[config.mk]
export PLATFORM = sky130hd
export DESIGN_NAME = compute_cluster
export DESIGN_NICKNAME = d
export VERILOG_FILES = /design/src/common/cluster_pkg.sv /design/src/hdl/compute_cluster.sv /design/src/hdl/done_fifo.sv /design/src/hdl/warp_exec.sv /design/src/icache/icache.sv /design/src/hdl/warp_table.sv
export SDC_FILE = /design/constraint.sdc
export NUM_CORES = 2
export LEC_CHECK = 0
export BUFFER_PORTS_ARGS = -buffer_cell sky130_fd_sc_hd__buf_4
export CAP_MARGIN = 20
export CORE_UTILIZATION = 54
export DETAILED_ROUTE_END_ITERATION = 12
export PLACE_DENSITY_LB_ADDON = 0.12
export SLEW_MARGIN = 20
export SYNTH_ARGS = -nofsm -noshare
export SYNTH_HDL_FRONTEND = slang
export SYNTH_HIERARCHICAL = 1
export SYNTH_SLANG_ARGS = --single-unit
[constraint.sdc]
create_clock -name clk_i -period 30.5 [get_ports clk_i]
set_input_delay 6.1 -clock clk_i [delete_from_list [all_inputs] [get_ports clk_i]]
set_output_delay 6.1 -clock clk_i [all_outputs]
set_load 0.02 [all_outputs]
[src/common/cluster_pkg.sv]
// Shared widths, opcodes and instruction layout of the compute cluster
// Imported by every RTL block of the cluster
`default_nettype none

package cluster_pkg;

    // Warp slots
    localparam int NUM_WARPS  = 4;
    localparam int WARP_IDX_W = $clog2(NUM_WARPS);

    // Datapath widths, pc and addresses count words
    localparam int PC_W         = 16;
    localparam int ADDR_W       = 24;
    localparam int DATA_W       = 32;
    localparam int TBLOCK_IDX_W = 8;
    localparam int TGROUP_ID_W  = 8;
    localparam int INSTR_W      = 32;

    // Instruction cache geometry
    localparam int LINE_WORDS    = 4;
    localparam int LINE_W        = LINE_WORDS * INSTR_W;
    localparam int NUM_LINES     = 8;
    localparam int IC_WORD_IDX_W = $clog2(LINE_WORDS);
    localparam int IC_LINE_IDX_W = $clog2(NUM_LINES);
    localparam int IC_TAG_W      = PC_W - IC_LINE_IDX_W - IC_WORD_IDX_W;

    // Miss FSM encodings
    localparam logic [1:0] IC_IDLE = 2'd0;
    localparam logic [1:0] IC_REQ  = 2'd1;
    localparam logic [1:0] IC_WAIT = 2'd2;

    // Opcodes in the top nibble, all others run as no-op
    localparam logic [3:0] OP_ADDI  = 4'd1;
    localparam logic [3:0] OP_STORE = 4'd2;
    localparam logic [3:0] OP_EXIT  = 4'd15;

    // One instruction word seen as arithmetic or as store
    typedef union packed {
        struct packed {
            logic [3:0]          opcode;
            logic [11:0]         unused;
            logic signed [15:0]  imm;
        } arith;
        struct packed {
            logic [3:0]  opcode;
            logic [11:0] offset;
            logic [15:0] unused;
        } store;
    } instr_u;

endpackage

`default_nettype wire
[src/hdl/compute_cluster.sv]
// Top level of the compute cluster
// Ties the warp table, executor, instruction cache and done queue to the outside ports
`timescale 1ns/1ps
`default_nettype none

module compute_cluster
    import cluster_pkg::*;
(
    input  logic                    clk_i,
    input  logic                    rst_n_i,
    input  logic                    flush_ic_i,
    // Thread block allocation
    output logic                    warp_free_o,
    input  logic                    allocate_warp_i,
    input  logic [PC_W-1:0]         allocate_pc_i,
    input  logic [ADDR_W-1:0]       allocate_dp_addr_i,
    input  logic [TBLOCK_IDX_W-1:0] allocate_tblock_idx_i,
    input  logic [TGROUP_ID_W-1:0]  allocate_tgroup_id_i,
    // Thread block completion
    output logic                    tblock_done_o,
    output logic [TGROUP_ID_W-1:0]  tblock_done_id_o,
    input  logic                    tblock_done_ready_i,
    // Instruction memory read
    output logic                    imem_ar_valid_o,
    output logic [PC_W-1:0]         imem_ar_addr_o,
    input  logic                    imem_ar_ready_i,
    input  logic                    imem_r_valid_i,
    input  logic [LINE_W-1:0]       imem_r_data_i,
    output logic                    imem_r_ready_o,
    // Data memory write
    output logic                    mem_aw_valid_o,
    output logic [ADDR_W-1:0]       mem_aw_addr_o,
    output logic [DATA_W-1:0]       mem_w_data_o,
    input  logic                    mem_aw_ready_i
);

    logic                   issue_valid;
    logic [PC_W-1:0]        issue_pc;
    logic [DATA_W-1:0]      issue_acc;
    logic [ADDR_W-1:0]      issue_dp_addr;
    logic [TGROUP_ID_W-1:0] issue_tgroup_id;
    logic                   fetch_valid;
    logic [PC_W-1:0]        fetch_pc;
    logic                   fetch_hit;
    logic [INSTR_W-1:0]     fetch_instr;
    logic                   retire_valid;
    logic [PC_W-1:0]        retire_next_pc;
    logic [DATA_W-1:0]      retire_acc;
    logic                   retire_exit;
    logic                   push_valid;
    logic [TGROUP_ID_W-1:0] push_id;
    logic                   push_ready;

    // Warp index stays internal, the executor works on the picked state alone
    warp_table i_warp_table (
        .clk_i                (clk_i),
        .rst_n_i              (rst_n_i),
        .allocate_warp_i      (allocate_warp_i),
        .allocate_pc_i        (allocate_pc_i),
        .allocate_dp_addr_i   (allocate_dp_addr_i),
        .allocate_tblock_idx_i(allocate_tblock_idx_i),
        .allocate_tgroup_id_i (allocate_tgroup_id_i),
        .warp_free_o          (warp_free_o),
        .issue_valid_o        (issue_valid),
        .issue_warp_o         (),
        .issue_pc_o           (issue_pc),
        .issue_acc_o          (issue_acc),
        .issue_dp_addr_o      (issue_dp_addr),
        .issue_tgroup_id_o    (issue_tgroup_id),
        .retire_valid_i       (retire_valid),
        .retire_next_pc_i     (retire_next_pc),
        .retire_acc_i         (retire_acc),
        .retire_exit_i        (retire_exit)
    );

    warp_exec i_warp_exec (
        .clk_i            (clk_i),
        .rst_n_i          (rst_n_i),
        .issue_valid_i    (issue_valid),
        .issue_pc_i       (issue_pc),
        .issue_acc_i      (issue_acc),
        .issue_dp_addr_i  (issue_dp_addr),
        .issue_tgroup_id_i(issue_tgroup_id),
        .fetch_valid_o    (fetch_valid),
        .fetch_pc_o       (fetch_pc),
        .fetch_hit_i      (fetch_hit),
        .fetch_instr_i    (fetch_instr),
        .mem_aw_valid_o   (mem_aw_valid_o),
        .mem_aw_addr_o    (mem_aw_addr_o),
        .mem_w_data_o     (mem_w_data_o),
        .mem_aw_ready_i   (mem_aw_ready_i),
        .push_valid_o     (push_valid),
        .push_id_o        (push_id),
        .push_ready_i     (push_ready),
        .retire_valid_o   (retire_valid),
        .retire_next_pc_o (retire_next_pc),
        .retire_acc_o     (retire_acc),
        .retire_exit_o    (retire_exit)
    );

    icache i_icache (
        .clk_i          (clk_i),
        .rst_n_i        (rst_n_i),
        .flush_ic_i     (flush_ic_i),
        .fetch_valid_i  (fetch_valid),
        .fetch_pc_i     (fetch_pc),
        .fetch_hit_o    (fetch_hit),
        .fetch_instr_o  (fetch_instr),
        .imem_ar_valid_o(imem_ar_valid_o),
        .imem_ar_addr_o (imem_ar_addr_o),
        .imem_ar_ready_i(imem_ar_ready_i),
        .imem_r_valid_i (imem_r_valid_i),
        .imem_r_data_i  (imem_r_data_i),
        .imem_r_ready_o (imem_r_ready_o)
    );

    done_fifo i_done_fifo (
        .clk_i              (clk_i),
        .rst_n_i            (rst_n_i),
        .push_valid_i       (push_valid),
        .push_id_i          (push_id),
        .push_ready_o       (push_ready),
        .tblock_done_o      (tblock_done_o),
        .tblock_done_id_o   (tblock_done_id_o),
        .tblock_done_ready_i(tblock_done_ready_i)
    );

endmodule

`default_nettype wire

[src/hdl/done_fifo.sv]
// Two-entry queue of finished group ids in front of the block-done port
`timescale 1ns/1ps
`default_nettype none

module done_fifo
    import cluster_pkg::*;
(
    input  logic                   clk_i,
    input  logic                   rst_n_i,
    input  logic                   push_valid_i,
    input  logic [TGROUP_ID_W-1:0] push_id_i,
    output logic                   push_ready_o,
    output logic                   tblock_done_o,
    output logic [TGROUP_ID_W-1:0] tblock_done_id_o,
    input  logic                   tblock_done_ready_i
);

    logic [TGROUP_ID_W-1:0] mem_q [2];
    logic                   wr_ptr_q;
    logic                   rd_ptr_q;
    logic [1:0]             count_q;
    logic                   push;
    logic                   pop;

    assign push_ready_o     = (count_q != 2'd2);
    assign tblock_done_o    = (count_q != 2'd0);
    assign tblock_done_id_o = mem_q[rd_ptr_q];

    assign push = push_valid_i & push_ready_o;
    assign pop  = tblock_done_o & tblock_done_ready_i;

    always_ff @(posedge clk_i or negedge rst_n_i) begin
        if (!rst_n_i) begin
            wr_ptr_q <= 1'b0;
            rd_ptr_q <= 1'b0;
            count_q  <= 2'd0;
        end else begin
            wr_ptr_q <= wr_ptr_q ^ push;
            rd_ptr_q <= rd_ptr_q ^ pop;
            count_q  <= count_q + {1'b0, push} - {1'b0, pop};
        end
    end

    always_ff @(posedge clk_i) begin
        if (push) begin
            mem_q[wr_ptr_q] <= push_id_i;
        end
    end

endmodule

`default_nettype wire

[src/hdl/warp_exec.sv]
// Shared decoder and executor for the picked warp
// Drives stores and done pushes, retires once the side effect is taken
`timescale 1ns/1ps
`default_nettype none

module warp_exec
    import cluster_pkg::*;
(
    input  logic                   clk_i,
    input  logic                   rst_n_i,
    // Picked warp
    input  logic                   issue_valid_i,
    input  logic [PC_W-1:0]        issue_pc_i,
    input  logic [DATA_W-1:0]      issue_acc_i,
    input  logic [ADDR_W-1:0]      issue_dp_addr_i,
    input  logic [TGROUP_ID_W-1:0] issue_tgroup_id_i,
    // Instruction fetch
    output logic                   fetch_valid_o,
    output logic [PC_W-1:0]        fetch_pc_o,
    input  logic                   fetch_hit_i,
    input  logic [INSTR_W-1:0]     fetch_instr_i,
    // Data memory write
    output logic                   mem_aw_valid_o,
    output logic [ADDR_W-1:0]      mem_aw_addr_o,
    output logic [DATA_W-1:0]      mem_w_data_o,
    input  logic                   mem_aw_ready_i,
    // Finished block toward the done queue
    output logic                   push_valid_o,
    output logic [TGROUP_ID_W-1:0] push_id_o,
    input  logic                   push_ready_i,
    // New warp state
    output logic                   retire_valid_o,
    output logic [PC_W-1:0]        retire_next_pc_o,
    output logic [DATA_W-1:0]      retire_acc_o,
    output logic                   retire_exit_o
);

    instr_u             instr;
    logic [INSTR_W-1:0] held_q;
    logic               pend_q;
    logic               exec;
    logic               is_addi;
    logic               is_store;
    logic               is_exit;
    logic               side_fx;

    // A stalled store or exit keeps its word, so a flush cannot drop a raised valid
    assign fetch_valid_o = issue_valid_i & ~pend_q;
    assign fetch_pc_o    = issue_pc_i;
    assign instr         = pend_q ? held_q : fetch_instr_i;
    assign exec          = issue_valid_i & (pend_q | fetch_hit_i);

    assign is_addi  = (instr.arith.opcode == OP_ADDI);
    assign is_store = (instr.store.opcode == OP_STORE);
    assign is_exit  = (instr.arith.opcode == OP_EXIT);
    assign side_fx  = exec & (is_store | is_exit);

    assign mem_aw_valid_o = exec & is_store;
    assign mem_aw_addr_o  = issue_dp_addr_i + ADDR_W'(instr.store.offset);
    assign mem_w_data_o   = issue_acc_i;

    assign push_valid_o = exec & is_exit;
    assign push_id_o    = issue_tgroup_id_i;

    always_comb begin
        retire_valid_o = exec;
        if (is_store) begin
            retire_valid_o = exec & mem_aw_ready_i;
        end else if (is_exit) begin
            retire_valid_o = exec & push_ready_i;
        end
    end

    // Immediate is sign extended onto the accumulator
    assign retire_next_pc_o = issue_pc_i + 1'b1;
    assign retire_acc_o     = is_addi ? issue_acc_i + DATA_W'(instr.arith.imm) : issue_acc_i;
    assign retire_exit_o    = is_exit;

    always_ff @(posedge clk_i or negedge rst_n_i) begin
        if (!rst_n_i) begin
            pend_q <= 1'b0;
        end else if (retire_valid_o) begin
            pend_q <= 1'b0;
        end else if (side_fx) begin
            pend_q <= 1'b1;
        end
    end

    always_ff @(posedge clk_i) begin
        if (side_fx && !pend_q) begin
            held_q <= fetch_instr_i;
        end
    end

endmodule

`default_nettype wire

[src/icache/icache.sv]
// Direct-mapped instruction cache, one line fill at a time over the imem read port
// Hits answer in the same cycle, flush_ic_i drops every line
`timescale 1ns/1ps
`default_nettype none

module icache
    import cluster_pkg::*;
(
    input  logic               clk_i,
    input  logic               rst_n_i,
    input  logic               flush_ic_i,
    // Fetch side
    input  logic               fetch_valid_i,
    input  logic [PC_W-1:0]    fetch_pc_i,
    output logic               fetch_hit_o,
    output logic [INSTR_W-1:0] fetch_instr_o,
    // Instruction memory read address
    output logic               imem_ar_valid_o,
    output logic [PC_W-1:0]    imem_ar_addr_o,
    input  logic               imem_ar_ready_i,
    // Instruction memory read data, one full line
    input  logic               imem_r_valid_i,
    input  logic [LINE_W-1:0]  imem_r_data_i,
    output logic               imem_r_ready_o
);

    logic [NUM_LINES-1:0]     valid_q;
    logic [IC_TAG_W-1:0]      tag_q  [NUM_LINES];
    logic [LINE_W-1:0]        line_q [NUM_LINES];
    logic [1:0]               state_q;
    logic [PC_W-1:0]          miss_pc_q;
    logic                     fill_keep_q;
    logic [IC_WORD_IDX_W-1:0] fetch_word;
    logic [IC_LINE_IDX_W-1:0] fetch_line;
    logic [IC_TAG_W-1:0]      fetch_tag;
    logic [IC_LINE_IDX_W-1:0] fill_line;
    logic                     miss;
    logic                     fill_done;

    // pc splits into tag, line index and word within the line
    assign fetch_word = fetch_pc_i[IC_WORD_IDX_W-1:0];
    assign fetch_line = fetch_pc_i[IC_WORD_IDX_W +: IC_LINE_IDX_W];
    assign fetch_tag  = fetch_pc_i[PC_W-1 -: IC_TAG_W];
    assign fill_line  = miss_pc_q[IC_WORD_IDX_W +: IC_LINE_IDX_W];

    assign fetch_hit_o   = fetch_valid_i & valid_q[fetch_line]
                         & (tag_q[fetch_line] == fetch_tag);
    assign fetch_instr_o = line_q[fetch_line][fetch_word * INSTR_W +: INSTR_W];

    assign miss      = (state_q == IC_IDLE) & fetch_valid_i & ~fetch_hit_o;
    assign fill_done = imem_r_valid_i & imem_r_ready_o;

    assign imem_ar_valid_o = (state_q == IC_REQ);
    assign imem_ar_addr_o  = miss_pc_q;
    assign imem_r_ready_o  = (state_q == IC_WAIT);

    always_ff @(posedge clk_i or negedge rst_n_i) begin
        if (!rst_n_i) begin
            state_q     <= IC_IDLE;
            valid_q     <= '0;
            fill_keep_q <= 1'b0;
        end else begin
            if (flush_ic_i) begin
                valid_q     <= '0;
                // Line in flight predates the flush
                fill_keep_q <= 1'b0;
            end else if (fill_done && fill_keep_q) begin
                valid_q[fill_line] <= 1'b1;
            end

            case (state_q)
                IC_IDLE: begin
                    if (miss) begin
                        state_q     <= IC_REQ;
                        fill_keep_q <= 1'b1;
                    end
                end
                IC_REQ: begin
                    if (imem_ar_ready_i) begin
                        state_q <= IC_WAIT;
                    end
                end
                IC_WAIT: begin
                    if (fill_done) begin
                        state_q <= IC_IDLE;
                    end
                end
                default: begin
                    state_q <= IC_IDLE;
                end
            endcase
        end
    end

    always_ff @(posedge clk_i) begin
        if (miss) begin
            miss_pc_q <= {fetch_pc_i[PC_W-1:IC_WORD_IDX_W], {IC_WORD_IDX_W{1'b0}}};
        end
        if (fill_done) begin
            line_q[fill_line] <= imem_r_data_i;
            tag_q[fill_line]  <= miss_pc_q[PC_W-1 -: IC_TAG_W];
        end
    end

endmodule

`default_nettype wire

[src/hdl/warp_table.sv]
// Warp slot table of the cluster
// Places new thread blocks in free slots and picks the issuing warp round-robin
`timescale 1ns/1ps
`default_nettype none

module warp_table
    import cluster_pkg::*;
(
    input  logic                    clk_i,
    input  logic                    rst_n_i,
    // Block allocation
    input  logic                    allocate_warp_i,
    input  logic [PC_W-1:0]         allocate_pc_i,
    input  logic [ADDR_W-1:0]       allocate_dp_addr_i,
    input  logic [TBLOCK_IDX_W-1:0] allocate_tblock_idx_i,
    input  logic [TGROUP_ID_W-1:0]  allocate_tgroup_id_i,
    output logic                    warp_free_o,
    // Picked warp toward the executor
    output logic                    issue_valid_o,
    output logic [WARP_IDX_W-1:0]   issue_warp_o,
    output logic [PC_W-1:0]         issue_pc_o,
    output logic [DATA_W-1:0]       issue_acc_o,
    output logic [ADDR_W-1:0]       issue_dp_addr_o,
    output logic [TGROUP_ID_W-1:0]  issue_tgroup_id_o,
    // Retire from the executor
    input  logic                    retire_valid_i,
    input  logic [PC_W-1:0]         retire_next_pc_i,
    input  logic [DATA_W-1:0]       retire_acc_i,
    input  logic                    retire_exit_i
);

    logic [NUM_WARPS-1:0]   active_q;
    logic [PC_W-1:0]        pc_q      [NUM_WARPS];
    logic [DATA_W-1:0]      acc_q     [NUM_WARPS];
    logic [ADDR_W-1:0]      dp_addr_q [NUM_WARPS];
    logic [TGROUP_ID_W-1:0] gid_q     [NUM_WARPS];
    logic [WARP_IDX_W-1:0]  rr_ptr_q;
    logic [WARP_IDX_W-1:0]  pick;
    logic [WARP_IDX_W-1:0]  cand;
    logic [WARP_IDX_W-1:0]  free_slot;
    logic                   alloc;

    assign warp_free_o = ~&active_q;
    assign alloc       = allocate_warp_i & warp_free_o;

    // Lowest free slot wins
    always_comb begin
        free_slot = '0;
        for (int i = NUM_WARPS - 1; i >= 0; i--) begin
            if (!active_q[i]) begin
                free_slot = WARP_IDX_W'(i);
            end
        end
    end

    // First active warp at or after the pointer, scanned so the nearest one is kept
    always_comb begin
        issue_valid_o = 1'b0;
        pick          = rr_ptr_q;
        cand          = rr_ptr_q;
        for (int i = NUM_WARPS - 1; i >= 0; i--) begin
            cand = rr_ptr_q + WARP_IDX_W'(i);
            if (active_q[cand]) begin
                issue_valid_o = 1'b1;
                pick          = cand;
            end
        end
    end

    assign issue_warp_o      = pick;
    assign issue_pc_o        = pc_q[pick];
    assign issue_acc_o       = acc_q[pick];
    assign issue_dp_addr_o   = dp_addr_q[pick];
    assign issue_tgroup_id_o = gid_q[pick];

    always_ff @(posedge clk_i or negedge rst_n_i) begin
        if (!rst_n_i) begin
            active_q <= '0;
            rr_ptr_q <= '0;
        end else begin
            if (alloc) begin
                active_q[free_slot] <= 1'b1;
            end
            if (retire_valid_i) begin
                rr_ptr_q <= pick + 1'b1;
                if (retire_exit_i) begin
                    active_q[pick] <= 1'b0;
                end
            end else if (issue_valid_o) begin
                // Pin the pick so a new block cannot steal a stalled issue
                rr_ptr_q <= pick;
            end
        end
    end

    always_ff @(posedge clk_i) begin
        if (alloc) begin
            pc_q[free_slot]      <= allocate_pc_i;
            acc_q[free_slot]     <= DATA_W'(allocate_tblock_idx_i);
            dp_addr_q[free_slot] <= allocate_dp_addr_i;
            gid_q[free_slot]     <= allocate_tgroup_id_i;
        end
        if (retire_valid_i && !retire_exit_i) begin
            pc_q[pick]  <= retire_next_pc_i;
            acc_q[pick] <= retire_acc_i;
        end
    end

endmodule

`default_nettype wire

# Word-level counts from Yosys, hierarchy flattened
# Memories as Yosys holds them, arrays and structs flattened.
# Index checks and enable logic that the tools add are counted.
# op_classes
order_cmp	11
n_reduce_logical	16
shift	1
addsub	9
n_mux	56
bitwise	25
n_eq_ne	10
# ops
op	n
128-bit by 8-bit indexed part select with 32-bit output	1
32-bit two-way mux	2
32-bit adder	1
1-bit two-way mux	27
2-bit two-way mux	13
24-bit by 12-bit adder with 24-bit output	1
2-bit by 3-bit < comparator with 1-bit output (second input constant)	6
16-bit by 1-bit adder with 16-bit output (second input constant)	1
8-bit two-way mux	2
1-bit AND	15
4-bit two-way mux	3
11-bit == test	1
1-bit binary-select mux with 2-bit select	4
3-bit by 4-bit < comparator with 1-bit output (second input constant)	2
8-bit bitwise OR	1
2-bit nonzero test	4
1-bit logical AND	6
2-bit one-hot mux with 3 select lines	1
2-bit by 1-bit adder with 2-bit output (second input constant)	2
2-bit adder (second input constant)	2
4-bit AND	1
1-bit demux with 2-bit select	2
4-bit by 1-bit == test with 1-bit output (second input constant)	1
4-bit by 2-bit == test with 1-bit output (second input constant)	1
other kinds (20)	28
# word_totals
ram_bits	1448
memories	7
register_bits	68
wordCells	146
out_inout_bits	85
# mem_list
name	depth	width	rd	rd_ports_with_merged_regs	wr	line	rtl
i_icache.line_q	8	128	1	0	1	icache.sv:29	logic [LINE_W-1:0] line_q [NUM_LINES];
i_warp_table.acc_q	4	32	1	0	2	warp_table.sv:34	logic [DATA_W-1:0] acc_q [NUM_WARPS];
i_warp_table.dp_addr_q	4	24	1	0	1	warp_table.sv:35	logic [ADDR_W-1:0] dp_addr_q [NUM_WARPS];
i_icache.tag_q	8	11	1	0	1	icache.sv:28	logic [IC_TAG_W-1:0] tag_q [NUM_LINES];
i_warp_table.pc_q	4	16	1	0	2	warp_table.sv:33	logic [PC_W-1:0] pc_q [NUM_WARPS];
i_warp_table.gid_q	4	8	1	0	1	warp_table.sv:36	logic [TGROUP_ID_W-1:0] gid_q [NUM_WARPS];
1 more memories	n/a	n/a	n/a	n/a	n/a	n/a	

# Logic depth before layout (Yosys ltp)
# An unclocked memory read counts as a cell.
# logic_depth
ltp_word	20
mapped_depth	29

# Modules after synthesis
# Netlist, hierarchy kept.
# modules_own_cells
mod	cells_each	area_per_inst_um2	seq_area_each_um2	n_inst
icache	1720	43251.5	34087.7	1
warp_table	745	13813.2	9759.4	1
warp_exec	629	5037.3	985.9	1
done_fifo	48	804.5	580.6	1

# Worst setup path before layout
# Ideal clock, no wire load.
# synth_timing
kind	in2reg
start	input imem_r_valid_i
end	memory i_icache/line_q[4][0] (netlist name) (enable)
cell_stages	2
setup_slack_ns	14.036
n_path_buf	0
arrival_time_ns	15.657
path_cell_list	nand3_1 > nor3_1
# synth_between
elab_chain_cells	3
# synth_lines
item	line	rtl
start, declared	compute_cluster.sv:27	input logic imem_r_valid_i,
1-bit AND	icache.sv:51	assign fill_done = imem_r_valid_i & imem_r_ready_o;
1-bit two-way mux	icache.sv:99	if (fill_done) begin
1-bit two-way mux (implied by the code)	icache.sv:100	line_q[fill_line] <= imem_r_data_i;
end, declared	icache.sv:29	
# Every way passes these cells.

# Worst setup path after layout
# layout_timing
start	register i_warp_table.active_q[0]
end	output mem_aw_addr_o[17]
# layout_between
elab_chain_cells	11
# layout_lines
item	line	rtl
start, declared	warp_table.sv:32	logic [NUM_WARPS-1:0] active_q;
start signal, assigned	warp_table.sv:78	active_q <= '0;
start signal, assigned by index	warp_table.sv:82	active_q[free_slot] <= 1'b1;
start signal, assigned by index	warp_table.sv:87	active_q[pick] <= 1'b0;
1-bit binary-select mux with 2-bit select	warp_table.sv:63	if (active_q[cand]) begin
1-bit two-way mux (implied by the code)	warp_table.sv:63	
2-bit two-way mux (3 in a row)	warp_table.sv:63	
2-bit two-way mux (*)	warp_table.sv:63	
memory 4 x 16 bit (*)	n/a	
net issue_pc[2]	compute_cluster.sv:38	logic [PC_W-1:0] issue_pc;
memory 8 x 128 bit (*)	n/a	
128-bit by 8-bit indexed part select with 32-bit output (*)	icache.sv:48	assign fetch_instr_o = line_q[fetch_line][fetch_word * INSTR_W +: INSTR_W];
net fetch_instr[24]	compute_cluster.sv:45	logic [INSTR_W-1:0] fetch_instr;
32-bit two-way mux (*)	warp_exec.sv:50	assign instr = pend_q ? held_q : fetch_instr_i;
24-bit by 12-bit adder with 24-bit output (*)	warp_exec.sv:59	assign mem_aw_addr_o = issue_dp_addr_i + ADDR_W'(instr.store.offset);
end, declared	compute_cluster.sv:32	output logic [ADDR_W-1:0] mem_aw_addr_o,
# Mark *: on every way through the listed nets, which the timed path passes. The rest lies on a longest branch. The select of a mux whose other input is x is not followed.

==> metrics.txt <==
outcome completed; EDFF count, synth 1,494; Die W 343 um; P&R area growth vs syn 13.3%; layout cell share with drive strength beyond 1 31.9%; R2R Setup Slk 20.10 ns; GRT Residual Overflow 0; Worst Hold Class reg -> reg; CP startpoint kind flip-flop; ys flop type edfxtp_1; GP Congestion 0.885; syn_area_per_cell 20.0 sq um; register area share after synthesis 72.2%; Slew @ Worst Pin 1.05 ns; YS warnings 6; Routed wire per std cell 28.4 um; fin crit period 16.04 ns; first-pass GRT wire length 211,000 um; initial antenna violation count 21; r2r startpoint i_warp_table/active_q[0]; max-slew violations 0; Cells after Synth 3,142; antenna-violating nets left 0; #FFs+latches synth 1,516; Layout fillers 7,932; met1 Resource Use GR 33.9%; synth unique cells 87; Final Cycle Share 52.6%; H-tree levels 4; DRC 0; vias in the first global route 32,400; Hold Buf Count CTS 0; final-stage net count 3,657; Top-Level Pins 277; WHS Endpoint i_icache/valid_q[6]; worst-path cell chain nor2_1 > o31a_1 > nor3_4 > clkinv_2 > mux4_4 > buf_4 > buf_6 > buf_4 > mux4_2 > mux4_2 > mux2_2 > mux2_2 > ha_1 > nand2_1 > o21ai_0 > o31ai_2 > nor4b_1 > xor2_1 > buf_4; Arr. time, crit path 9.94 ns; Req. time, crit path 24.40 ns; Slowest-stage cell, CP mux4_4; Chip Height 343 um; CP Max Fanout 54; Iter 0 DRT Violations 2,737; routed wire length 143,000 um; CTS Buffer Depth 3; DR vias 31,300; setup slack after layout 14.46 ns; Post-Synthesis Cell Area 62,900 sq um; grt peak-use layer met2; Clk pin slew, worst setup/hold paths 0.06 ns; worst skew pair latency 0.75 ns; relative slew slack 29.8%; root cell of the clock tree clkbuf_16; Async S/R FF share, synth 1.45%; RSZ-0062 raised after global routing no; hold_sp i_icache/valid_q[6]; hold path depth 2; Total GRT Usage 24.7%; port bufs 274; Place WS 14.73 ns; vias per cell 6.20; Sink Count 1,516; TNS Setup 0 ns; First-pass DRT Iterations 8; slowest stage delay, CP 1.06 ns; floorplan die area 118,000 sq um; MaxCap Viol Count 0; total CTS buffers 153; DP HPWL 86,600 um; met2 GRT Util 41.3%; Fin. Hold Viols 0; CORE AREA 115,000 sq um; Setup violations, final 0; Worst R2R End i_warp_table/acc_q[1][7]; Critical Path Most Common Cell buf_4; Layout Skew 0.0306 ns; Initial Util 54.7%; CTS tree built; met3 Use GR 4.22%; Reg2Reg Depth 21; max frequency 0.0623 GHz; post-cts resize count 0; post-CTS setup buffers 0; largest net degree at the start of global routing 112; row count 124; kind of critical path reg -> out; type of destination of the critical path output pin
worst max-delay path by stage:
stage	start	end	slack, ns	depth (start not counted)
2_1_floorplan	imem_r_valid_i	i_icache/line_q[4][0]	14.04	2
3_3_place_gp	i_warp_table/active_q[1]	mem_aw_addr_o[17]	14.97	19
3_5_place_dp	i_warp_table/active_q[1]	mem_aw_addr_o[17]	14.73	19
4_1_cts	i_warp_table/active_q[0]	mem_aw_addr_o[17]	13.89	19
5_1_grt	i_warp_table/active_q[1]	mem_aw_addr_o[17]	13.77	19
6_report	i_warp_table/active_q[0]	mem_aw_addr_o[17]	14.46	19
cells in the final DEF, fill, tap and decap left out, types with 14 or more instances in the layout:
master | netlist | routed
mux4_2 | 410 | 406
a21oi_1 | 70 | 70
nand2_1 | 97 | 96
mux2i_1 | 30 | 30
clkinv_2 | 0 | 23
o21ai_0 | 26 | 24
xnor2_1 | 39 | 39
nand3_1 | 35 | 35
o21ai_1 | 30 | 30
mux2_1 | 40 | 40
clkbuf_1 | 45 | 34
bufinv_16 | 0 | 14
and3_1 | 14 | 14
mux2_2 | 134 | 134
clkbuf_16 | 0 | 159
xor2_1 | 24 | 24
nor2_1 | 169 | 159
buf_4 | 69 | 321
nand2b_1 | 14 | 14
clkinv_1 | 0 | 34
ha_1 | 46 | 46
inv_1 | 29 | 29
nand4_1 | 14 | 14
nor2b_1 | 16 | 16
edfxtp_1 | 1494 | 1494
dfrtp_1 | 22 | 21
nor3_1 | 18 | 14
cells by family after synthesis:
group | Yosys count | share of synthesized area [%]
other cells | 1 | 0.00596
xor+xnor | 63 | 0.877
fa+ha+maj | 48 | 0.979
buf+inv | 243 | 2.06
mux | 614 | 18.3
compound gates | 237 | 2.48
flops | 1516 | 72.2
simple gates | 420 | 3.13
flip-flops by register name, indices dropped and copies added (netlist names):
signal                   cells
i_done_fifo/rd_ptr_q         1
i_warp_exec/pend_q           1
i_warp_table/active_q        4
i_icache/state_q             2
i_done_fifo/wr_ptr_q         1
i_warp_exec/held_q          32
i_icache/fill_keep_q         1
i_icache/line_q           1024
i_done_fifo/count_q          2
i_warp_table/gid_q          32
i_icache/valid_q             8
i_done_fifo/mem_q           16
i_icache/tag_q              88
i_warp_table/acc_q         128
i_warp_table/rr_ptr_q        2
i_warp_table/pc_q           64
i_icache/imem_ar_addr_o     14
i_warp_table/dp_addr_q      96
final cells by class:
cell class	count	area, sq um	area share (%)
Sequential cell	1516	45400	63.7
Clock buffer	196	4150	5.82
Inverter	32	121	0.170
Clock inverter	80	774	1.09
Multi-Input combinational cell	1384	16300	22.9
Timing Repair Buffer	330	2590	3.63
Tap cell	1512	1890	2.65
Antenna cell	7	17.5	0.0246
through the flow:
stage	hold slack [ns]	util, %	instance area (sq um)	std cells
floorplan	0.457	-	62900	3143
global placement	0.483	57.6	66300	4770
detailed placement	0.506	57.7	66300	4771
CTS	0.521	61.9	71200	5047
global route	0.539	62.0	71300	5053
finish	0.521	62.0	71300	5057
cells in the mapped netlist (7+ instances only):
cell type	count	area [sq um]
a21oi_1	70	350
ha_1	46	576
nor2_1	169	634
mux2_2	134	1510
a21o_1	10	75.1
edfxtp_1	1494	44900
xor2_1	24	210
o22ai_1	7	43.8
and3_1	14	87.6
o21ai_0	26	130
dfrtp_1	22	551
buf_4	69	518
or3_1	9	56.3
nand2_1	97	364
buf_2	66	330
nor2b_1	16	100
o21ai_1	30	150
mux2i_1	30	300
inv_1	29	109
mux4_2	410	9230
xnor2_1	39	342
nor3_1	18	90.1
mux2_1	40	450
and2_1	9	56.3
nand4_1	14	87.6
o31ai_1	10	75.1
buf_1	24	90.1
nand2b_1	14	87.6
nand3_1	35	175
a211oi_1	8	60.1
clkbuf_1	45	169
metal layers:
metal,wire length [um],vias to the layer above
li1,-,13400
met1,59000,16600
met2,72500,1089
met3,8620,246
met4,3200,18
met5,128,-
critical path, delay by kind of cell, from the launching register on:
family	cells	cell delay, ns
multiplexers	5	2.85
AND/OR/NAND/NOR	4	1.09
AO/OA/AOI/OAI	3	0.76
buffers and inverters	5	3.10
XOR/XNOR	1	0.18
adder cells (fa/ha/maj)	1	0.36
flip-flops	1	0.68
Power is left out: the tool's default activity adds up to more than one toggle a clock period on the data nets, which glitch-free logic cannot reach.
